$ cat src/source/alu_pkg.sv
// ALU flag path package with opcodes, request and flag structs, EFLAGS bit positions
`default_nettype none

package alu_pkg;

	//----------------------------------------------------------------------
	// Opcodes
	//----------------------------------------------------------------------
	// Arithmetic and logic first, flag-control operations last
	typedef enum logic [4:0] {
		ADD = 5'd0,
		ADC = 5'd1,
		SUB = 5'd2,
		SBB = 5'd3,
		CMP = 5'd4,
		AND = 5'd5,
		OR  = 5'd6,
		XOR = 5'd7,
		INC = 5'd8,
		DEC = 5'd9,
		DAA = 5'd10,
		STC = 5'd11,
		CLC = 5'd12,
		CMC = 5'd13,
		STD = 5'd14,
		CLD = 5'd15
	} alu_op_e;

	//----------------------------------------------------------------------
	// Request and status flags
	//----------------------------------------------------------------------
	// One operation as sampled on the strobe
	typedef struct packed {
		alu_op_e     op;
		logic [31:0] a;
		logic [31:0] b;
	} alu_req_t;

	// Status flags in EFLAGS position order from high to low
	typedef struct packed {
		logic of;
		logic df;
		logic sf;
		logic zf;
		logic af;
		logic pf;
		logic cf;
	} status_flags_t;

	// Architectural bit positions in EFLAGS
	localparam int EFLAGS_CF = 0;
	localparam int EFLAGS_PF = 2;
	localparam int EFLAGS_AF = 4;
	localparam int EFLAGS_ZF = 6;
	localparam int EFLAGS_SF = 7;
	localparam int EFLAGS_DF = 10;
	localparam int EFLAGS_OF = 11;

endpackage

`default_nettype wire

$ cat src/source/alu_core.sv
// ALU core forming result, carry or borrow out and auxiliary carry for each opcode
`default_nettype none

module alu_core #(
	parameter int DATA_W = 32
) (
	input  alu_pkg::alu_req_t      req,
	input  alu_pkg::status_flags_t cur_flags,
	output logic [DATA_W-1:0]      sum,
	output logic                   carry_out,
	output logic                   aux_carry
);
	import alu_pkg::*;

	// Operands trimmed to the datapath width
	logic [DATA_W-1:0] opnd_a;
	logic [DATA_W-1:0] opnd_b;
	// Extra top bit holds carry or borrow
	logic [DATA_W:0]   ext;
	logic              carry_in;
	logic              is_sub;
	// DAA adjustment terms
	logic              lo_adj;
	logic              hi_adj;
	logic [7:0]        daa_byte;

	assign opnd_a = req.a[DATA_W-1:0];

	// INC and DEC behave as add or subtract of one
	assign opnd_b = (req.op == INC || req.op == DEC) ? DATA_W'(1) : req.b[DATA_W-1:0];

	// Only ADC and SBB consume the previous carry
	assign carry_in = (req.op == ADC || req.op == SBB) ? cur_flags.cf : 1'b0;
	assign is_sub   = (req.op == SUB || req.op == SBB || req.op == CMP || req.op == DEC);

	//----------------------------------------------------------------------
	// Decimal adjust of the low byte
	//----------------------------------------------------------------------
	// Low nibble past 9 or a pending half carry
	assign lo_adj   = (opnd_a[3:0] > 4'd9) || cur_flags.af;
	// Byte past 0x99 or a pending carry
	assign hi_adj   = (opnd_a[7:0] > 8'h99) || cur_flags.cf;
	assign daa_byte = opnd_a[7:0] + (lo_adj ? 8'h06 : 8'h00) + (hi_adj ? 8'h60 : 8'h00);

	//----------------------------------------------------------------------
	// Result select
	//----------------------------------------------------------------------
	always_comb begin
		ext       = '0;
		sum       = opnd_a;
		carry_out = 1'b0;
		aux_carry = 1'b0;
		case (req.op)
			ADD, ADC, INC, SUB, SBB, CMP, DEC: begin
				if (is_sub)
					ext = {1'b0, opnd_a} - {1'b0, opnd_b} - {{DATA_W{1'b0}}, carry_in};
				else
					ext = {1'b0, opnd_a} + {1'b0, opnd_b} + {{DATA_W{1'b0}}, carry_in};
				sum       = ext[DATA_W-1:0];
				carry_out = ext[DATA_W];
				// Carry or borrow into bit 4
				aux_carry = opnd_a[4] ^ opnd_b[4] ^ ext[4];
			end
			AND: sum = opnd_a & opnd_b;
			OR:  sum = opnd_a | opnd_b;
			XOR: sum = opnd_a ^ opnd_b;
			DAA: begin
				// Upper bits pass through untouched
				sum       = {opnd_a[DATA_W-1:8], daa_byte};
				carry_out = hi_adj;
				aux_carry = lo_adj;
			end
			// Flag-control operations produce no result
			default: sum = opnd_a;
		endcase
	end

	// Opcode must be a defined encoding whenever it reaches the core
	always_comb begin
		assert (!$isunknown(req.op) && req.op <= CLD)
			else $error("alu_core: undefined opcode %0h", req.op);
	end

endmodule

`default_nettype wire

$ cat src/source/flag_logic.sv
// Flag logic deriving next OF, DF, SF, ZF, AF, PF, CF and the per-opcode update mask
`default_nettype none

module flag_logic #(
	parameter int DATA_W = 32
) (
	input  alu_pkg::alu_op_e       op,
	input  logic [DATA_W-1:0]      a,
	input  logic [DATA_W-1:0]      b,
	input  logic [DATA_W-1:0]      sum,
	input  logic                   carry_out,
	input  logic                   aux_carry,
	input  alu_pkg::status_flags_t cur_flags,
	output alu_pkg::status_flags_t next_flags,
	output alu_pkg::status_flags_t update_mask
);
	import alu_pkg::*;

	logic [DATA_W-1:0] opnd_b;
	logic              add_of;
	logic              sub_of;
	logic              zero_full;
	logic              zero_byte;

	// Same operand seen by the core for INC and DEC
	assign opnd_b = (op == INC || op == DEC) ? DATA_W'(1) : b;

	//----------------------------------------------------------------------
	// Flag terms
	//----------------------------------------------------------------------
	// Add overflow when equal signs in give a different sign out
	assign add_of = (a[DATA_W-1] == opnd_b[DATA_W-1]) && (sum[DATA_W-1] != a[DATA_W-1]);
	// Subtract overflow when unequal signs in flip the sign of a
	assign sub_of = (a[DATA_W-1] != opnd_b[DATA_W-1]) && (sum[DATA_W-1] != a[DATA_W-1]);

	assign zero_full = (sum == '0);
	// DAA judges zero on AL only
	assign zero_byte = (sum[7:0] == 8'h00);

	always_comb begin
		next_flags    = cur_flags;
		update_mask   = '0;
		// Common result flags
		next_flags.sf = sum[DATA_W-1];
		next_flags.zf = (op == DAA) ? zero_byte : zero_full;
		next_flags.pf = ~^sum[7:0];
		next_flags.af = aux_carry;
		next_flags.cf = carry_out;
		next_flags.of = 1'b0;
		case (op)
			ADD, ADC, INC: begin
				next_flags.of = add_of;
				update_mask   = '1;
				update_mask.df = 1'b0;
				// INC keeps CF
				update_mask.cf = (op != INC);
			end
			SUB, SBB, CMP, DEC: begin
				next_flags.of = sub_of;
				update_mask   = '1;
				update_mask.df = 1'b0;
				update_mask.cf = (op != DEC);
			end
			AND, OR, XOR: begin
				// Logic ops clear CF, OF and AF
				next_flags.cf = 1'b0;
				next_flags.af = 1'b0;
				update_mask    = '1;
				update_mask.df = 1'b0;
			end
			DAA: begin
				update_mask    = '1;
				update_mask.df = 1'b0;
				update_mask.of = 1'b0;
			end
			STC, CLC, CMC: begin
				next_flags.cf  = (op == STC) ? 1'b1 : (op == CMC) ? ~cur_flags.cf : 1'b0;
				update_mask.cf = 1'b1;
			end
			STD, CLD: begin
				next_flags.df  = (op == STD);
				update_mask.df = 1'b1;
			end
			default: update_mask = '0;
		endcase
	end

	// Direction flag reachable only through STD and CLD
	always_comb begin
		assert (!update_mask.df || op == STD || op == CLD)
			else $error("flag_logic: DF in mask for opcode %0h", op);
	end

endmodule

`default_nettype wire

$ cat src/source/eflags_reg.sv
// EFLAGS register with masked flag update and 32-bit architectural packing
`default_nettype none

module eflags_reg (
	input  logic                   clk,
	input  logic                   rst,
	input  logic                   op_valid,
	input  alu_pkg::status_flags_t next_flags,
	input  alu_pkg::status_flags_t update_mask,
	output alu_pkg::status_flags_t cur_flags,
	output logic [31:0]            eflags
);
	import alu_pkg::*;

	// Positions that carry a flag
	localparam logic [31:0] FLAG_POS_MASK = (32'd1 << EFLAGS_CF) | (32'd1 << EFLAGS_PF) |
		(32'd1 << EFLAGS_AF) | (32'd1 << EFLAGS_ZF) | (32'd1 << EFLAGS_SF) |
		(32'd1 << EFLAGS_DF) | (32'd1 << EFLAGS_OF);

	status_flags_t flags_q;

	//----------------------------------------------------------------------
	// Flag state
	//----------------------------------------------------------------------
	always_ff @(posedge clk) begin
		if (rst) begin
			flags_q <= '0;
		end else if (op_valid) begin
			// Keep unmasked bits, take masked bits from the new value
			flags_q <= (flags_q & ~update_mask) | (next_flags & update_mask);
		end
	end

	assign cur_flags = flags_q;

	// Architectural packing
	always_comb begin
		eflags            = '0;
		eflags[EFLAGS_CF] = flags_q.cf;
		eflags[EFLAGS_PF] = flags_q.pf;
		eflags[EFLAGS_AF] = flags_q.af;
		eflags[EFLAGS_ZF] = flags_q.zf;
		eflags[EFLAGS_SF] = flags_q.sf;
		eflags[EFLAGS_DF] = flags_q.df;
		eflags[EFLAGS_OF] = flags_q.of;
	end

	//----------------------------------------------------------------------
	// Checks
	//----------------------------------------------------------------------
	// Reserved and system bits stay clear
	a_reserved_zero: assert property (@(posedge clk) (eflags & ~FLAG_POS_MASK) == 32'd0);

endmodule

`default_nettype wire

$ cat src/source/alu_flags_top.sv
// Top of the integer flag path joining core, flag logic and EFLAGS register
`default_nettype none

module alu_flags_top #(
	parameter int DATA_W = 32
) (
	input  logic              clk,
	input  logic              rst,
	input  logic              op_valid,
	input  alu_pkg::alu_req_t req,
	output logic              result_valid,
	output logic [DATA_W-1:0] result,
	output logic              result_we,
	output logic [31:0]       eflags
);
	import alu_pkg::*;

	logic [DATA_W-1:0] sum;
	logic              carry_out;
	logic              aux_carry;
	status_flags_t     cur_flags;
	status_flags_t     next_flags;
	status_flags_t     update_mask;
	// CMP and flag-control ops leave the destination alone
	logic              writes_result;

	alu_core #(
		.DATA_W (DATA_W)
	) core_i (
		.req       (req),
		.cur_flags (cur_flags),
		.sum       (sum),
		.carry_out (carry_out),
		.aux_carry (aux_carry)
	);

	flag_logic #(
		.DATA_W (DATA_W)
	) flags_i (
		.op          (req.op),
		.a           (req.a[DATA_W-1:0]),
		.b           (req.b[DATA_W-1:0]),
		.sum         (sum),
		.carry_out   (carry_out),
		.aux_carry   (aux_carry),
		.cur_flags   (cur_flags),
		.next_flags  (next_flags),
		.update_mask (update_mask)
	);

	// Flags land on the same edge as the result
	eflags_reg eflags_i (
		.clk         (clk),
		.rst         (rst),
		.op_valid    (op_valid),
		.next_flags  (next_flags),
		.update_mask (update_mask),
		.cur_flags   (cur_flags),
		.eflags      (eflags)
	);

	assign writes_result = !(req.op inside {CMP, STC, CLC, CMC, STD, CLD});

	//----------------------------------------------------------------------
	// Result stage, one cycle
	//----------------------------------------------------------------------
	always_ff @(posedge clk) begin
		if (rst) begin
			result_valid <= 1'b0;
			result       <= '0;
			result_we    <= 1'b0;
		end else begin
			result_valid <= op_valid;
			// Held until the next strobe
			if (op_valid) begin
				result    <= sum;
				result_we <= writes_result;
			end
		end
	end

	// DF moves only on an edge that took an STD or CLD strobe
	a_df_hold: assert property (@(posedge clk) disable iff (rst)
		!(op_valid && (req.op inside {STD, CLD})) |=> cur_flags.df == $past(cur_flags.df));

endmodule

`default_nettype wire

$ cat config.mk
export PLATFORM = sky130hd
export DESIGN_NAME = alu_flags_top
export DESIGN_NICKNAME = d
export VERILOG_FILES = /design/src/source/alu_pkg.sv /design/src/source/alu_core.sv /design/src/source/flag_logic.sv /design/src/source/eflags_reg.sv /design/src/source/alu_flags_top.sv
export SDC_FILE = /design/constraint.sdc
export NUM_CORES = 1
export LEC_CHECK = 0
export BUFFER_PORTS_ARGS = -buffer_cell sky130_fd_sc_hd__buf_2
export CAP_MARGIN = 20
export CORE_ASPECT_RATIO = 1.2
export CORE_UTILIZATION = 55
export DETAILED_ROUTE_END_ITERATION = 8
export PLACE_DENSITY = 0.87
export SETUP_SLACK_MARGIN = 0.02
export SYNTH_ARGS = -nofsm -noshare
export SYNTH_HDL_FRONTEND = slang
export SYNTH_HIERARCHICAL = 1
export SYNTH_SLANG_ARGS = --single-unit
$ cat constraint.sdc
create_clock -name clk -period 12.2 [get_ports clk]
set_input_delay 3.66 -clock clk [delete_from_list [all_inputs] [get_ports clk]]
set_output_delay 3.66 -clock clk [all_outputs]
set_load 0.005 [all_outputs]
# After elaboration in Yosys (flattened, before gate mapping)
# Index checks and enable logic that the tools add are counted.
# Widths: inputs -> output; s select.
[op_classes]
order_cmp = 2
reduce_logical = 24
n_eq_ne = 20
n_mux = 20
addsub = 6
bitwise_logic = 10
[op_table]
columns = ["operator", "count"]
rows = [
  ["$pmux 32 s5", 1],
  ["$mux 33", 2],
  ["$eq 5x4->1 const B", 8],
  ["$add 32x32->33", 1],
  ["$add 33x1->33", 1],
  ["$sub 32x32->33", 1],
  ["$sub 33x1->33", 1],
  ["$and 32x32->32", 1],
  ["$logic_not 32->1", 1],
  ["$mux 32", 1],
  ["$or 32x32->32", 1],
  ["$xor 32x32->32", 1],
  ["$eq 5x3->1 const B", 4],
  ["$add 8x8->8", 2],
  ["$and 7x7->7", 2],
  ["$reduce_or 7->1", 2],
  ["$reduce_or 11->1", 1],
  ["$eq 5x2->1 const B", 2],
  ["$ne 5x4->1 const B", 2],
  ["$reduce_or 10->1", 1],
  ["$reduce_or 3->1", 3],
  ["$gt 8x8->1 const B", 1],
  ["$logic_not 8->1", 1],
  ["$mux 1", 8],
  ["21 further kinds", 33],
]
[totals]
output_inout_bits = 66
elab_cells = 92
in_bits = 72
regBits = 41

# Longest topological paths before layout
[logic_depth]
word_depth = 13
mapped_depth = 25
mapped_depth_nobuf = 23

# Modules after synthesis
# The synthesis kept the hierarchy.
[modules_own_cells]
columns = ["module", "cells_each", "seq_area_each_um2", "instances", "area_per_inst_um2"]
rows = [
  ["alu_core", 873, 0.0, 1, 6203.4],
  ["alu_flags_top", 114, 680.7, 1, 1252.5],
  ["eflags_reg", 62, 140.1, 1, 535.5],
  ["flag_logic", 72, 0.0, 1, 479.2],
]

# Worst setup path before layout
# OpenSTA, ideal clock, no wires.
[synth_timing]
path_kind = "input-to-reg"
startpoint = "in req[65] (netlist name)"
endpoint = "reg with a tool-made name"
n_path_buf = 2
required_ns = 12.130
setup_slack_ns = 4.369
stages = 24
arrival_ns = 7.761
cell_sequence = "clkbuf_1 or3_1 clkbuf_1 nand2b_1 fa_1 inv_1 ha_1 nor2_1 fa_1 nand2b_4 a21oi_2 a31oi_1 a31o_4 a31oi_4 o21ai_1 xor2_1 a221oi_1 o21ai_1 nor4_1 and4_1 a31oi_1 nor2_1 nand3_1 a21oi_1"
[synth_lines]
columns = ["element", "line_no", "source"]
rows = [
  ["from (decl)", "alu_flags_top.sv:10", "input alu_pkg::alu_req_t req,"],
]

==> impl_metrics.json <==
{
  "synth_flop_cell": "dfxtp_1",
  "synth_edf_count": 0,
  "skew_ns": 0.0125,
  "path_cells": "buf_2, nand2b_1, or3_1, buf_4, nand2_1, ha_1, ha_1, o21ai_0, a21oi_2, a21bo_4, a211oi_4, o41ai_2, a31oi_1, o21ai_1, xnor2_1, o221ai_1, nor4_1, and4_1, a31oi_1, nor2_1, nand3_1, a21oi_1",
  "post_cts_resized": 0,
  "via_per_inst": 6.08,
  "layout-drive-gt1-share_pct": 14.5,
  "hpwl_um": 18700,
  "rsz0062_at_grt": "no",
  "dieArea_sq_mm": 0.0159,
  "p_total_uw": 791,
  "setup_viol": 0,
  "end_kind": "register",
  "nets": 1391,
  "synth_xor_area_share_pct": 6.31,
  "clockPowerShare_pct": 21.3,
  "avgSynthCellArea_sq_um": 7.56,
  "start_util_pct": 56.4,
  "cts_setup_buffers": 0,
  "ys_seq_elements": 41,
  "core_area_sq_mm": 0.0150,
  "min_period_ns": 8.42,
  "synthSimpleGateAreaFrac_pct": 14.5,
  "ir_drop_mv": 0.0474,
  "drt_iter0_drc": 607,
  "period_share_pct": 69.0,
  "h-tree-depth": 2,
  "status": "complete, no violations",
  "fin_cells": 1385,
  "synthesis.area_sq_mm": 0.00847,
  "holdBufCountCts": 0,
  "path_max_fanout": 31,
  "dpl.cell_count": 1376,
  "ys_seq_area_share_pct": 9.69,
  "portBuffers": 112,
  "worst_skew_pair.late_latency_ns": 0.30,
  "vias": 8415,
  "cp-start-kind": "input port",
  "switchingPower_uw": 350,
  "yosys_warnings": 6,
  "final_cell_mix": "ha_1, inv_1, buf_2, a21oi_1, nand2_1",
  "gp_congestion": 1.00,
  "cts_tree": "built",
  "die_w_um": 115,
  "grt_pass1_wl_um": 38800,
  "drt-total-wl_um": 24400,
  "final_core_util_pct": 60.1,
  "design_area_sq_mm": 0.00902,
  "fmax_mhz": 119,
  "hold_path_class": "register to register",
  "worst-endpoint-arrival_ns": 8.65,
  "powerDensity_mw_per_mm2": 87.7,
  "cts_root_buf": "clkbuf_16",
  "antennaDiodeCount": 0,
  "die_h_um": 138,
  "grt_pass1_vias": 7998,
  "muxShareOfSynthArea_pct": 8.09,
  "hold_viol_final": 0,
  "cpPeakStageDelay_ns": 0.47,
  "cts_buffers": 5,
  "internal-power_uw": 441,
  "grt_start_max_net_pins": 52,
  "drc": 0,
  "row_count": 49,
  "setup_tns_ns": 0,
  "path_class": "input port to register",
  "postRouteAntennaNets": 0,
  "slew_headroom_pct": 41.9,
  "p_seq_share_pct": 19.2,
  "drv_cap": 0,
  "cts_buffer_depth": 2,
  "synth_compound_gate_area_share_pct": 28.2,
  "synth_cell_types": 84,
  "antenna_found_initial": 0,
  "synthArstFlopShare_pct": 0,
  "p_leak_nw": 4.62,
  "combPwrFrac_pct": 59.5,
  "grtUsageTotal_pct": 30.8,
  "netlist_instances": 1121,
  "synth_top_family_by_area": "compound AO/OA/AOI/OAI gates",
  "grt.overflow.total": 0,
  "drt_first_pass_iters": 5,
  "cp.required_ns": 12.43,
  "slowest_stage": "o41ai_2",
  "wl_per_cell_um": 17.6,
  "tightest_slew_ns": 0.871,
  "layout_commonest_cell": "ha_1",
  "switching_share_pct": 44.2,
  "cts.sinks": 41,
  "synth_fa_ha_area_share_pct": 21.0,
  "area_growth_pct": 6.53,
  "cts.clk_slew.worst_paths_ns": 0.08,
  "dpl_cell_area_sq_mm": 0.00884,
  "slew_violations": 0,
  "io_pins": 138
}
-- path summary, 6_finish.rpt --
kind	slack (ns)	start	endpoint	depth (start not counted)
min	0.49	result[1]	result[1]	2
max	3.78	req[67]	register	22
min reg2reg	0.49	result[1]	result[1]	2
max reg2reg	7.51	register	register	22
-- metal layers --
layer / track usage, % / wire (um)
met3: 4.46 / 1620
met2: 53.1 / 11500
met4: 16.0 / 1010
met1: 37.0 / 10300
met5: 0 / 0
-- through the flow --
stage	hold slack, ns	setup WS [ns]
finish	0.492	3.78
global route	0.517	3.55
CTS	0.498	3.86
detailed placement	0.481	3.57
global placement	0.467	3.73
floorplan	0.485	4.37
-- worst max-delay path, delay by kind of cell --
family | cells | cell delay, ns
compound gates | 10 | 1.97
fa+ha+maj | 2 | 0.75
simple gates | 7 | 1.53
buf+inv | 2 | 0.58
xor+xnor | 1 | 0.13
-- cells in the mapped netlist, types with 7 or more instances --
master / count / share of area [%]
a21oi_1: 89 / 5.3
buf_1: 7 / 0.31
buf_2: 15 / 0.89
nor2_1: 78 / 3.5
nand2b_1: 13 / 0.96
nor3_1: 14 / 0.83
mux2i_1: 67 / 7.9
dfxtp_1: 41 / 9.7
o22ai_1: 33 / 2.4
nand2_1: 87 / 3.9
xor2_1: 25 / 2.6
ha_1: 134 / 20
inv_1: 117 / 5.2
o21ai_1: 17 / 1.0
nand4_1: 8 / 0.59
a221oi_1: 11 / 1.1
o21bai_1: 10 / 0.89
a31oi_1: 7 / 0.52
o21a_1: 12 / 1.1
xnor2_1: 36 / 3.7
buf_4: 36 / 3.2
a21o_1: 39 / 3.5
nand3_1: 17 / 1.0
nor4_1: 8 / 0.59
clkbuf_1: 26 / 1.2
o21ai_0: 42 / 2.5
o221ai_1: 8 / 0.83
-- logic make-up after synthesis --
logic type,count (synthesis)
compound gates,340
xor+xnor,61
fa+ha+maj,139
buf+inv,210
flops,41
mux,68
other cells,1
simple gates,261
-- power groups by stage --
stage | Clock, mW | Combinational [mW] | Sequential, mW
3_5_place_dp | 0 | 0.458 | 0.154
5_1_grt | 0.176 | 0.517 | 0.153
4_1_cts | 0.172 | 0.462 | 0.151
3_3_place_gp | 0 | 0.449 | 0.154
2_1_floorplan | 0 | 0.361 | 0.154
6_report | 0.169 | 0.471 | 0.152
-- layout make-up --
type	instances	area, sq um
repair buffers	121	626
multi-input cells	894	6710
inverters	117	439
flip-flops and latches	41	821
clock inverters	2	37.5
well taps	204	255
fillers	1376	6000
clock buffers	6	139
No activity file was read; power rests on OpenSTA's default activity.
